## src/source/cpu_pkg.sv

```systemverilog
// widths, opcodes, alu operations, stage payload and port structs for the core
package cpu_pkg;

    localparam int xlen       = 64;
    localparam int reg_addr_w = 5;

    localparam logic [xlen-1:0] reset_pc = '0;

    localparam logic [6:0] opc_imm    = 7'b0010011;
    localparam logic [6:0] opc_reg    = 7'b0110011;
    localparam logic [6:0] opc_lui    = 7'b0110111;
    localparam logic [6:0] opc_load   = 7'b0000011;
    localparam logic [6:0] opc_store  = 7'b0100011;
    localparam logic [6:0] opc_branch = 7'b1100011;
    localparam logic [6:0] opc_jal    = 7'b1101111;
    localparam logic [6:0] opc_system = 7'b1110011;

    localparam logic [2:0]  f3_dword    = 3'b011;       // ld / sd width
    localparam logic [31:0] inst_ebreak = 32'h0010_0073;

    typedef enum logic [2:0] {
        alu_add,
        alu_sub,
        alu_and,
        alu_or,
        alu_xor,
        alu_slt,
        alu_pass_b      // lui and jal link value
    } alu_op_e;

    typedef struct packed {
        logic [xlen-1:0] pc;
        logic [31:0]     inst;
    } if_id_t;

    typedef struct packed {
        logic                  valid;
        logic [xlen-1:0]       pc;
        logic [xlen-1:0]       op_a;
        logic [xlen-1:0]       op_b;
        logic [xlen-1:0]       store_data;
        alu_op_e               alu_op;
        logic                  reg_wen;
        logic [reg_addr_w-1:0] rd;
        logic                  is_load;
        logic                  is_store;
        logic                  is_halt;
    } id_ex_t;

    typedef struct packed {
        logic                  valid;
        logic [xlen-1:0]       pc;
        logic [xlen-1:0]       alu_res;
        logic [xlen-1:0]       store_data;
        logic                  reg_wen;
        logic [reg_addr_w-1:0] rd;
        logic                  is_load;
        logic                  is_store;
        logic                  is_halt;
    } ex_mem_t;

    typedef struct packed {
        logic                  valid;
        logic [xlen-1:0]       pc;
        logic [xlen-1:0]       wdata;
        logic                  reg_wen;
        logic [reg_addr_w-1:0] rd;
        logic                  is_halt;
    } mem_wb_t;

    typedef struct packed {
        logic                  valid;
        logic [xlen-1:0]       pc;
        logic [reg_addr_w-1:0] rd;
        logic [xlen-1:0]       wdata;
        logic                  reg_wen;
    } retire_t;

    typedef struct packed {
        logic            cyc;
        logic            stb;
        logic            we;
        logic [xlen-1:0] adr;
        logic [xlen-1:0] dat_w;
    } wb_req_t;

    typedef struct packed {
        logic            ack;
        logic [xlen-1:0] dat_r;
    } wb_rsp_t;

    typedef struct packed {
        logic                  valid;
        logic                  reg_wen;
        logic [reg_addr_w-1:0] rd;
        logic [xlen-1:0]       value;
        logic                  is_load;   // value is an address, data not yet back
    } fwd_t;

endpackage

```

## src/source/mem_stage.sv

```systemverilog
// wishbone classic data master, busy generation and write-back value select
`timescale 1ns/10ps

module mem_stage (
    input  cpu_pkg::ex_mem_t ex_mem_i,
    output cpu_pkg::wb_req_t dwb_o,
    input  cpu_pkg::wb_rsp_t dwb_i,
    output logic             mem_busy_o,
    output cpu_pkg::mem_wb_t mem_wb_o,
    output cpu_pkg::fwd_t    mem_fwd_o
);

    logic access;

    assign access = ex_mem_i.valid && (ex_mem_i.is_load || ex_mem_i.is_store);

    // cyc/stb held with address and data until the ack edge
    assign dwb_o.cyc   = access;
    assign dwb_o.stb   = access;
    assign dwb_o.we    = ex_mem_i.is_store;
    assign dwb_o.adr   = ex_mem_i.alu_res;
    assign dwb_o.dat_w = ex_mem_i.store_data;

    assign mem_busy_o = access && !dwb_i.ack;   // pipeline moves on in the ack cycle

    assign mem_wb_o.valid   = ex_mem_i.valid;
    assign mem_wb_o.pc      = ex_mem_i.pc;
    assign mem_wb_o.wdata   = ex_mem_i.is_load ? dwb_i.dat_r : ex_mem_i.alu_res;
    assign mem_wb_o.reg_wen = ex_mem_i.reg_wen;
    assign mem_wb_o.rd      = ex_mem_i.rd;
    assign mem_wb_o.is_halt = ex_mem_i.is_halt;

    assign mem_fwd_o.valid   = ex_mem_i.valid;
    assign mem_fwd_o.reg_wen = ex_mem_i.reg_wen;
    assign mem_fwd_o.rd      = ex_mem_i.rd;
    assign mem_fwd_o.value   = mem_wb_o.wdata;     // load data valid in the ack cycle
    assign mem_fwd_o.is_load = ex_mem_i.is_load;

endmodule

```

## config.mk

```make
export PLATFORM = sky130hd
export DESIGN_NAME = mem_stage
export DESIGN_NICKNAME = d
export VERILOG_FILES = /design/src/source/cpu_pkg.sv /design/src/source/mem_stage.sv
export SDC_FILE = /design/constraint.sdc
export NUM_CORES = 1
export LEC_CHECK = 0
export BUFFER_PORTS_ARGS = -buffer_cell sky130_fd_sc_hd__buf_2
export CAP_MARGIN = 0
export CORE_AREA = 2 2 237 239
export DETAILED_ROUTE_END_ITERATION = 7
export DIE_AREA = 0 0 239 241
export SLEW_MARGIN = 20
export SYNTH_ARGS = -nofsm -noshare
export SYNTH_HDL_FRONTEND = slang
export SYNTH_SLANG_ARGS = --single-unit
```

## constraint.sdc

```tcl
create_clock -name vclk -period 1
set_input_delay 0 -clock vclk [all_inputs]
set_output_delay 0 -clock vclk [all_outputs]
set_load 0.02 [all_outputs]
```

==> metrics.txt, run 1 <==
status=finished clean; post-detail-place hpwl=18100 um; 1st-iter DRT viols=48; Post-Synthesis Cells=348; Max FO, Critical Path=7; Post-Syn Area=3060 um2; max-cap violations=0; IO Count=607; via count=2423; First-pass DRT Iterations=4; sequential cell count=0; Die ar.=57600 um2; Final min period=965 ps; final wirelength=20200 um; Yosys top cell by area=buf_4; Layout Nets=675; crit share post-route=0.965; synth warn=0; Via density=2.17; Initial Util=0.0557; Pins Over Slew Limit=0; Tot GR Track Use=0.0598; critical path data required time=1000 ps; CP startpoint kind=primary input; Fill cells=6463; simple logic cell fraction of the synthesized area=0.00204; hold slack=0.00886 ps; Final WS setup=34.9 ps; final hold vios=0; Die H=241 um; die width=239 um; clock buffer count=0; Sw Ratio=0.627; core area=54900 um2; Tightest Hold Check Type=primary input to primary output; vias in the first global route=2139; kind of critical path=primary input to primary output; P&R area growth vs syn=19.0%; CP peak stage delay=390 ps; share of cells above drive strength 1=0.995; Post-Synth XOR/XNOR Area=0; Detail Route Antenna Nets=0; Leak Pwr=1.86 nW; critical path capture point type=primary output; Mapped Avg Cell Area=8.79 um2; sequential area share after synthesis=0; WL/cell=18.1 um; worst slew pin tran=283 ps; P_sw=1.51 mW; Clk pwr share=0; Relative slew margins=0.813; Core Util, Final=0.0663; pre-CTS WS=-37.0 ps; worst path arrival time=970 ps; post-CTS setup buffer count=0; Register Area=0 um2; synth top area cells=buf_4 (67%), mux2_4 (25%), mux2_2 (5.2%); PD cells=661 nW/um2; CP Cell Sequence=buf_8 -> buf_6 -> mux2_2 -> clkbuf_4; post-synthesis mux area share=0.297; post-synth top area share=0.675; Internal Power=0.898 mW; slowest CP cell=mux2_2; port bufs=331; hold_buf cts=0; first-pass GRT wire length=21800 um; Rows=86; Peak supply drop=180 uV; Setup-failing EPs final=0; combinational power share=1.000; max frequency=1.04 GHz; largest net degree at the start of global routing=30; Synth cell types=7; net count after synthesis=615; initial antenna violation count=6; largest family of logic cells by synthesized area=buffers and inverters; RSZ-0062 raised after global routing=false; Synth Area in Compound Gates=0.00245; adder-cell share of the synthesized area=0; GRT overflow=0; sequential share of power=0; DRC violations left=0; RePlAce Congestion=0.594
synth_stat cells:
cell	instances
mux2_2	14
buf_4	275
nor2b_1	1
mux2_4	50
o21a_1	1
buf_2	1
buf_6	6
worst max-delay path, delay by kind of cell:
kind	cells	cell delay, ps
buf+inv	3	570
mux	1	390
cells by family after synthesis:
group / Yosys count
compound gates: 1
mux: 64
simple gates: 1
buf+inv: 282
layout make-up:
| type | instances | area (um2) | area share |
|---|---|---|---|
| timing repair buffer | 340 | 1810 | 0.498 |
| multi-input combinational | 66 | 930 | 0.255 |
| antenna | 7 | 17.5 | 0.00481 |
| tap | 704 | 881 | 0.242 |
timing repair:
action / 4_1_cts / 5_1_grt
hold endpoints to repair: 0 / 0
endpoints found under the setup margin: 1 / 39
gates cloned: 1 / 1
resized for setup: 2 / 7
path summary, 6_finish.rpt:
kind / startpoint / end / slack, ps / depth (start not counted)
worst max-delay path: ex_mem_i[2] / mem_wb_o[17] / 30 / 4
worst min-delay path: ex_mem_i[151] / mem_wb_o[85] / 0.009 / 0
metrics by stage:
step	instance area [um2]	TNS [ps]	power, mW	std cells
after floorplan	3060	0	2.52	348
after global placement	3540	-30.3	2.41	1108
after detailed placement	3540	-37.0	2.40	1108
after CTS	3580	-240	2.44	1109
after global routing	3630	0	2.55	1113
final	3640	0	2.41	1117
layout by cell type, fill, tap and decap left out, drive strengths merged:
cell / Yosys / routed
buf: 282 / 338
mux2: 64 / 64
diode: 0 / 7
clkbuf: 0 / 2
o21a: 1 / 1
nor2b: 1 / 1
metal layers:
| metal | up-vias | GRT usage | part of all wire |
|---|---|---|---|
| met5 | - | 0 | 0 |
| met4 | 0 | 0.0333 | 0.060 |
| met3 | 77 | 0.0229 | 0.12 |
| met2 | 328 | 0.108 | 0.47 |
| met1 | 1056 | 0.0592 | 0.35 |
| li1 | 962 | - | - |
power by group through the flow:
stage | combinational (mW) | clock, mW | sequential (mW)
2_1_floorplan | 2.52 | 0 | 0
6_report | 2.41 | 0.000000561 | 0
4_1_cts | 2.44 | 0 | 0
3_3_place_gp | 2.41 | 0 | 0
3_5_place_dp | 2.40 | 0 | 0
5_1_grt | 2.55 | 0.000000402 | 0
(Power assumes the default switching activity.)
==> run 2: changes to the inputs <==
--- a/config.mk
+++ b/config.mk
@@ -7,9 +7,12 @@
 export LEC_CHECK = 0
 export BUFFER_PORTS_ARGS = -buffer_cell sky130_fd_sc_hd__buf_2
 export CAP_MARGIN = 0
-export CORE_AREA = 2 2 237 239
+export CELL_PAD_IN_SITES_DETAIL_PLACEMENT = 0
+export CELL_PAD_IN_SITES_GLOBAL_PLACEMENT = 2
+export CORE_AREA = 2 2 239 241
 export DETAILED_ROUTE_END_ITERATION = 7
-export DIE_AREA = 0 0 239 241
+export DIE_AREA = 0 0 241 243
+export PLACE_DENSITY_LB_ADDON = 0.1
 export SLEW_MARGIN = 20
 export SYNTH_ARGS = -nofsm -noshare
 export SYNTH_HDL_FRONTEND = slang
==> run 2 against run 1 <==
Cell area shrank 0.96%. Wire length shrank 29%. Worst setup slack improved by 58 ps. Hold slack hardly changed. Global-route usage fell by 1.9 points. First-iteration DRC count down 69%. Combinational power down 12%. Critical path type unchanged. Critical endpoint is now mem_wb_o[16]. Largest power group unchanged.
==> metrics.txt, run 2 (synthesized netlist as in run 1, its figures left out) <==
PD cells=591 nW/um2 (-11%); WHS Endpoint=dwb_o[17]; max frequency=1.10 GHz (+6.3%); share of cells above drive strength 1=0.995 (about the same); crit share post-route=0.908 (-0.0576); most frequent cells in the layout=buf_2 (330), mux2_4 (50), mux2_2 (14); hold_buf cts=0 (unchanged); Fill cells=6682 (+3.4%); critical path data required time=1000 ps (about the same); core area=56000 um2 (+2.0%); 1st-iter DRT viols=15 (-69%); Final WS setup=92.5 ps (+57.6 ps); DRC violations left=0 (unchanged); P&R area growth vs syn=17.9%; Final min period=908 ps (-57.6 ps); vias in the first global route=2365 (+11%); max-cap violations=0 (unchanged); Rows=87 (+1.2%); Tot GR Track Use=0.0412 (-0.0186); Register Area=0 um2 (unchanged); Pins Over Slew Limit=0 (unchanged); via count=2300 (-5.1%); post-detail-place hpwl=13300 um (-27%); First-pass DRT Iterations=3 (-1); Setup-failing EPs final=0 (unchanged); pre-CTS WS=-0.328 ps (+36.7 ps); worst path arrival time=910 ps (-60 ps); status=finished clean; kind of critical path=primary input to primary output; final hold vios=0 (unchanged); RSZ-0062 raised after global routing=false; final wirelength=14300 um (-29%); clock buffer count=0 (unchanged); Max FO, Critical Path=20 (+13); Initial Util=0.0547 (-0.00107); Die H=243 um (+0.83%); Tightest Hold Check Type=primary input to primary output; Via density=1.98 (-8.7%); Core Util, Final=0.0644 (-0.00190); port bufs=331 (unchanged); hold-critical path depth=0 (unchanged); WL/cell=12.3 um (-32%); most common cell after layout, fill and taps aside=buf_2; die width=241 um (+0.84%); Layout Nets=672 (-0.44%); Leak Pwr=1.81 nW (-2.5%); Relative slew margins=0.815 (+0.00249); initial antenna violation count=4 (-2); Die ar.=58600 um2 (+1.7%); worst slew pin tran=279 ps (-3.76 ps); HP Start=ex_mem_i[26]; total chip power=2.13 mW (-11%); critical path capture point type=primary output; RePlAce Congestion=0.700 (+18%); Detail Route Antenna Nets=0 (unchanged); largest net degree at the start of global routing=21 (-30%); Peak supply drop=111 uV (-39%); GRT overflow=0 (unchanged); IO Count=607 (unchanged); CP startpoint kind=primary input; first-pass GRT wire length=17700 um (-19%); sequential cell count=0 (unchanged)
## run 2: changes by cell type in the layout (fill, tap and decap cells not counted), moves of 2 or more
cell / before / now
diode_2: 7 / 2
mux2_4: 52 / 50
mux2_2: 12 / 14
buf_2: 328 / 330
buf_16: 2 / 0
## run 2: critical path, stage by stage
cell	delay, ps
buf_6	120
buf_12	210
mux2_2	370
buf_2	170
## run 2: stage by stage
step / setup TNS [ps] / hold WS (ps) / std cells / cell area [um2]
after global placement: -0.731 / 0.137 / 1159 / 3600
after global routing: 0 / 0.0292 / 1160 / 3600
after floorplan: 0 / 78.1 / 348 / 3060
after detailed placement: -0.328 / 0.137 / 1159 / 3600
final: 0 / 0.00778 / 1161 / 3610
after CTS: 0 / 0.137 / 1159 / 3600
## run 2: per-layer routing
layer | global-route usage | vias to the layer above | routed length (um)
met5 | 0.00253 | - | 27
li1 | - | 947 | -
met2 | 0.0841 | 328 | 7360
met4 | 0.0145 | 4 | 459
met1 | 0.0308 | 966 | 3890
met3 | 0.0226 | 55 | 2550
## run 2: how the worst max path moves through the flow
stage / to / from / slack [ps] / depth (start not counted)
3_3_place_gp: mem_wb_o[16] / ex_mem_i[2] / -0.7 / 4
5_1_grt: mem_busy_o / ex_mem_i[2] / 30 / 5
3_5_place_dp: mem_wb_o[16] / ex_mem_i[2] / -0.3 / 4
2_1_floorplan: mem_wb_o[19] / ex_mem_i[2] / 200 / 4
6_report: mem_wb_o[16] / ex_mem_i[2] / 90 / 4
4_1_cts: mem_wb_o[16] / ex_mem_i[2] / 50 / 4
## run 2: what timing repair did
| action | CTS | global route |
|---|---|---|
| setup endpoints to repair | 2 | 0 |
| gates resized for setup | 1 | 0 |
| setup buffers | 0 | 0 |
## run 2: area by class of cell
type,instances,area [um2],area share
diodes,2,5.00,0.00139
multi-input cells,66,922,0.256
well taps,756,946,0.262
repair buffers,337,1730,0.481
## run 2: where the power goes
group / switching (mW) / internal, mW / total (mW)
registers: 0 / 0 / 0
clock network: 0 / 0.000000268 / 0.000000268
logic: 1.27 / 0.859 / 2.13
==> run 3: changes to the inputs <==
--- a/config.mk
+++ b/config.mk
@@ -13,6 +13,7 @@
 export DETAILED_ROUTE_END_ITERATION = 7
 export DIE_AREA = 0 0 241 243
 export PLACE_DENSITY_LB_ADDON = 0.1
+export RECOVER_POWER = 50
 export SLEW_MARGIN = 20
 export SYNTH_ARGS = -nofsm -noshare
 export SYNTH_HDL_FRONTEND = slang
==> constraint.sdc (replaced) <==
create_clock -name vclk -period 0.95
set_input_delay 0 -clock vclk [all_inputs]
set_output_delay 0 -clock vclk [all_outputs]
set_load 0.02 [all_outputs]
==> run 3 against run 2 <==
Die area stayed put. Wire length is 0.80% higher. Cell area is 0.35% higher. Via count is 0.35% higher. Combinational power is 6% higher. Clock-buffer cell count stayed put. Non-clock buffer count is 1 higher. Hold slack stayed put. Flip-flop and latch count stayed put. Sequential share of layout area stayed put. Global-route usage hardly changed. Critical path type unchanged. Largest cell class unchanged. Highest routed layer unchanged.
==> metrics.txt, run 3 (synthesized netlist as in run 1, its figures left out) <==
status=finished clean; Sw Ratio=0.597 (about the same); final wirelength=14400 um (+0.80%); hold-critical path depth=0 (unchanged); Relative slew margins=0.816 (about the same); most common cell after layout, fill and taps aside=buf_2; Die ar.=58600 um2 (unchanged); final hold vios=0 (unchanged); worst slew pin tran=279 ps (-0.513 ps); Non-Filler Instances=1162 (+0.086%); Clk pwr share=0 (unchanged); max-cap violations=0 (unchanged); RSZ-0062 raised after global routing=true; design area=3620 um2 (+0.35%); Pins Over Slew Limit=0 (unchanged); share of cells above drive strength 1=0.955 (-0.0396); worst path arrival time=930 ps (+20 ps); Tightest Hold Check Type=primary input to primary output; kind of critical path=primary input to primary output; P_sw=1.35 mW (+5.8%); Met2 Wirelength=7400 um (+0.53%); Tot GR Track Use=0.0416 (+0.000430); Layout Nets=673 (+0.15%); largest net degree at the start of global routing=20 (-4.8%); Setup-failing EPs final=0 (unchanged); IO Count=607 (unchanged); Via density=1.99 (+0.26%); DR top layer=met5; initial antenna violation count=4 (unchanged); first-pass GRT wire length=17900 um (+1.0%); critical path data required time=950 ps (-50 ps); DRC violations left=0 (unchanged); GRT overflow=0 (unchanged); PD cells=623 nW/um2 (+5.5%); metal3 WL=2570 um (+0.51%); max frequency=1.08 GHz; clock buffer count=0 (unchanged); 1st-iter DRT viols=16 (+1); core area=56000 um2 (unchanged); Initial Util=0.0547 (unchanged); post-detail-place hpwl=13300 um (+0.18%); placed instance count=1159 (unchanged); RePlAce Congestion=0.700 (about the same); Rows=87 (unchanged); wire length on met1=3940 um (+1.2%); vias in the first global route=2369 (+0.17%); Internal Power=0.910 mW (+6.0%); CP startpoint kind=primary input; Leak Pwr=1.79 nW (-1.4%); port bufs=331 (unchanged); First-pass DRT Iterations=4 (+1); crit share post-route=0.979; Register Area=0 um2 (unchanged); Setup TNS=0 ps (unchanged); Die H=243 um (unchanged); sequential share of power=0 (unchanged); combinational power share=1.000 (about the same); die width=241 um (unchanged); Max FO, Critical Path=10 (-50%); P&R area growth vs syn=18.3%; Peak supply drop=109 uV (-1.1%); via count=2308 (+0.35%); most frequent cells in the layout=buf_2 (314), mux2_4 (50), clkbuf_1 (16); Detail Route Antenna Nets=0 (unchanged); hold_buf cts=0 (unchanged); WL/cell=12.4 um (+0.71%); sequential cell count=0 (unchanged); critical path capture point type=primary output; post-place instance area=3600 um2 (unchanged); Final min period=930 ps
[run 3: cell types whose count changed in the layout (fill, tap and decap cells not counted)]
| cell | before | now |
|---|---|---|
| buf_2 | 330 | 314 |
| bufbuf_16 | 0 | 1 |
| clkbuf_1 | 0 | 16 |
[run 3: worst paths after layout]
check / from / end / slack [ps]
worst max-delay path: ex_mem_i[2] / mem_fwd_o[53] / 20
worst min-delay path: ex_mem_i[36] / dwb_o[27] / 0.008
[run 3: area by class of cell]
class                      instances  area, um2
antenna                            2       5.00
fill                            6678      52300
multi-input combinational         66        922
timing repair buffer             338       1750
tap                              756        946
[run 3: metal layers]
metal	up-vias	GRT usage
met5	-	0.00253
met4	6	0.0145
met3	57	0.0232
met2	327	0.0849
met1	971	0.0311
li1	947	-
[run 3: timing repair]
item                       4_1_cts  5_1_grt
setup buffers                    0        0
setup endpoints to repair       29       23
resized for setup                1        0
cloned                           1        0
pin swaps                        0        0
[run 3: through the flow]
stage | hold WS (ps) | power (mW) | util | setup slack, ps
after global routing | 0.0292 | 2.42 | 0.0646 | -28.1
after global placement | 0.137 | 2.36 | 0.0643 | -50.8
after CTS | 0.137 | 2.31 | 0.0649 | -12.0
final | 0.00778 | 2.26 | 0.0647 | 19.9
after detailed placement | 0.137 | 2.29 | 0.0643 | -52.5
after floorplan | 78.1 | 2.65 | - | 147
[run 3: power groups by stage]
stage	clock (mW)	sequential, mW	combinational (mW)
after floorplan	0	0	2.65
after global placement	0	0	2.36
after detailed placement	0	0	2.29
after CTS	0	0	2.31
after global routing	0.000000141	0	2.42
final	0.000000282	0	2.26
[run 3: worst max-delay path, stage by stage]
cell and delay (ps):
buf_6 140, bufbuf_16 310, mux2_4 310, buf_2 160
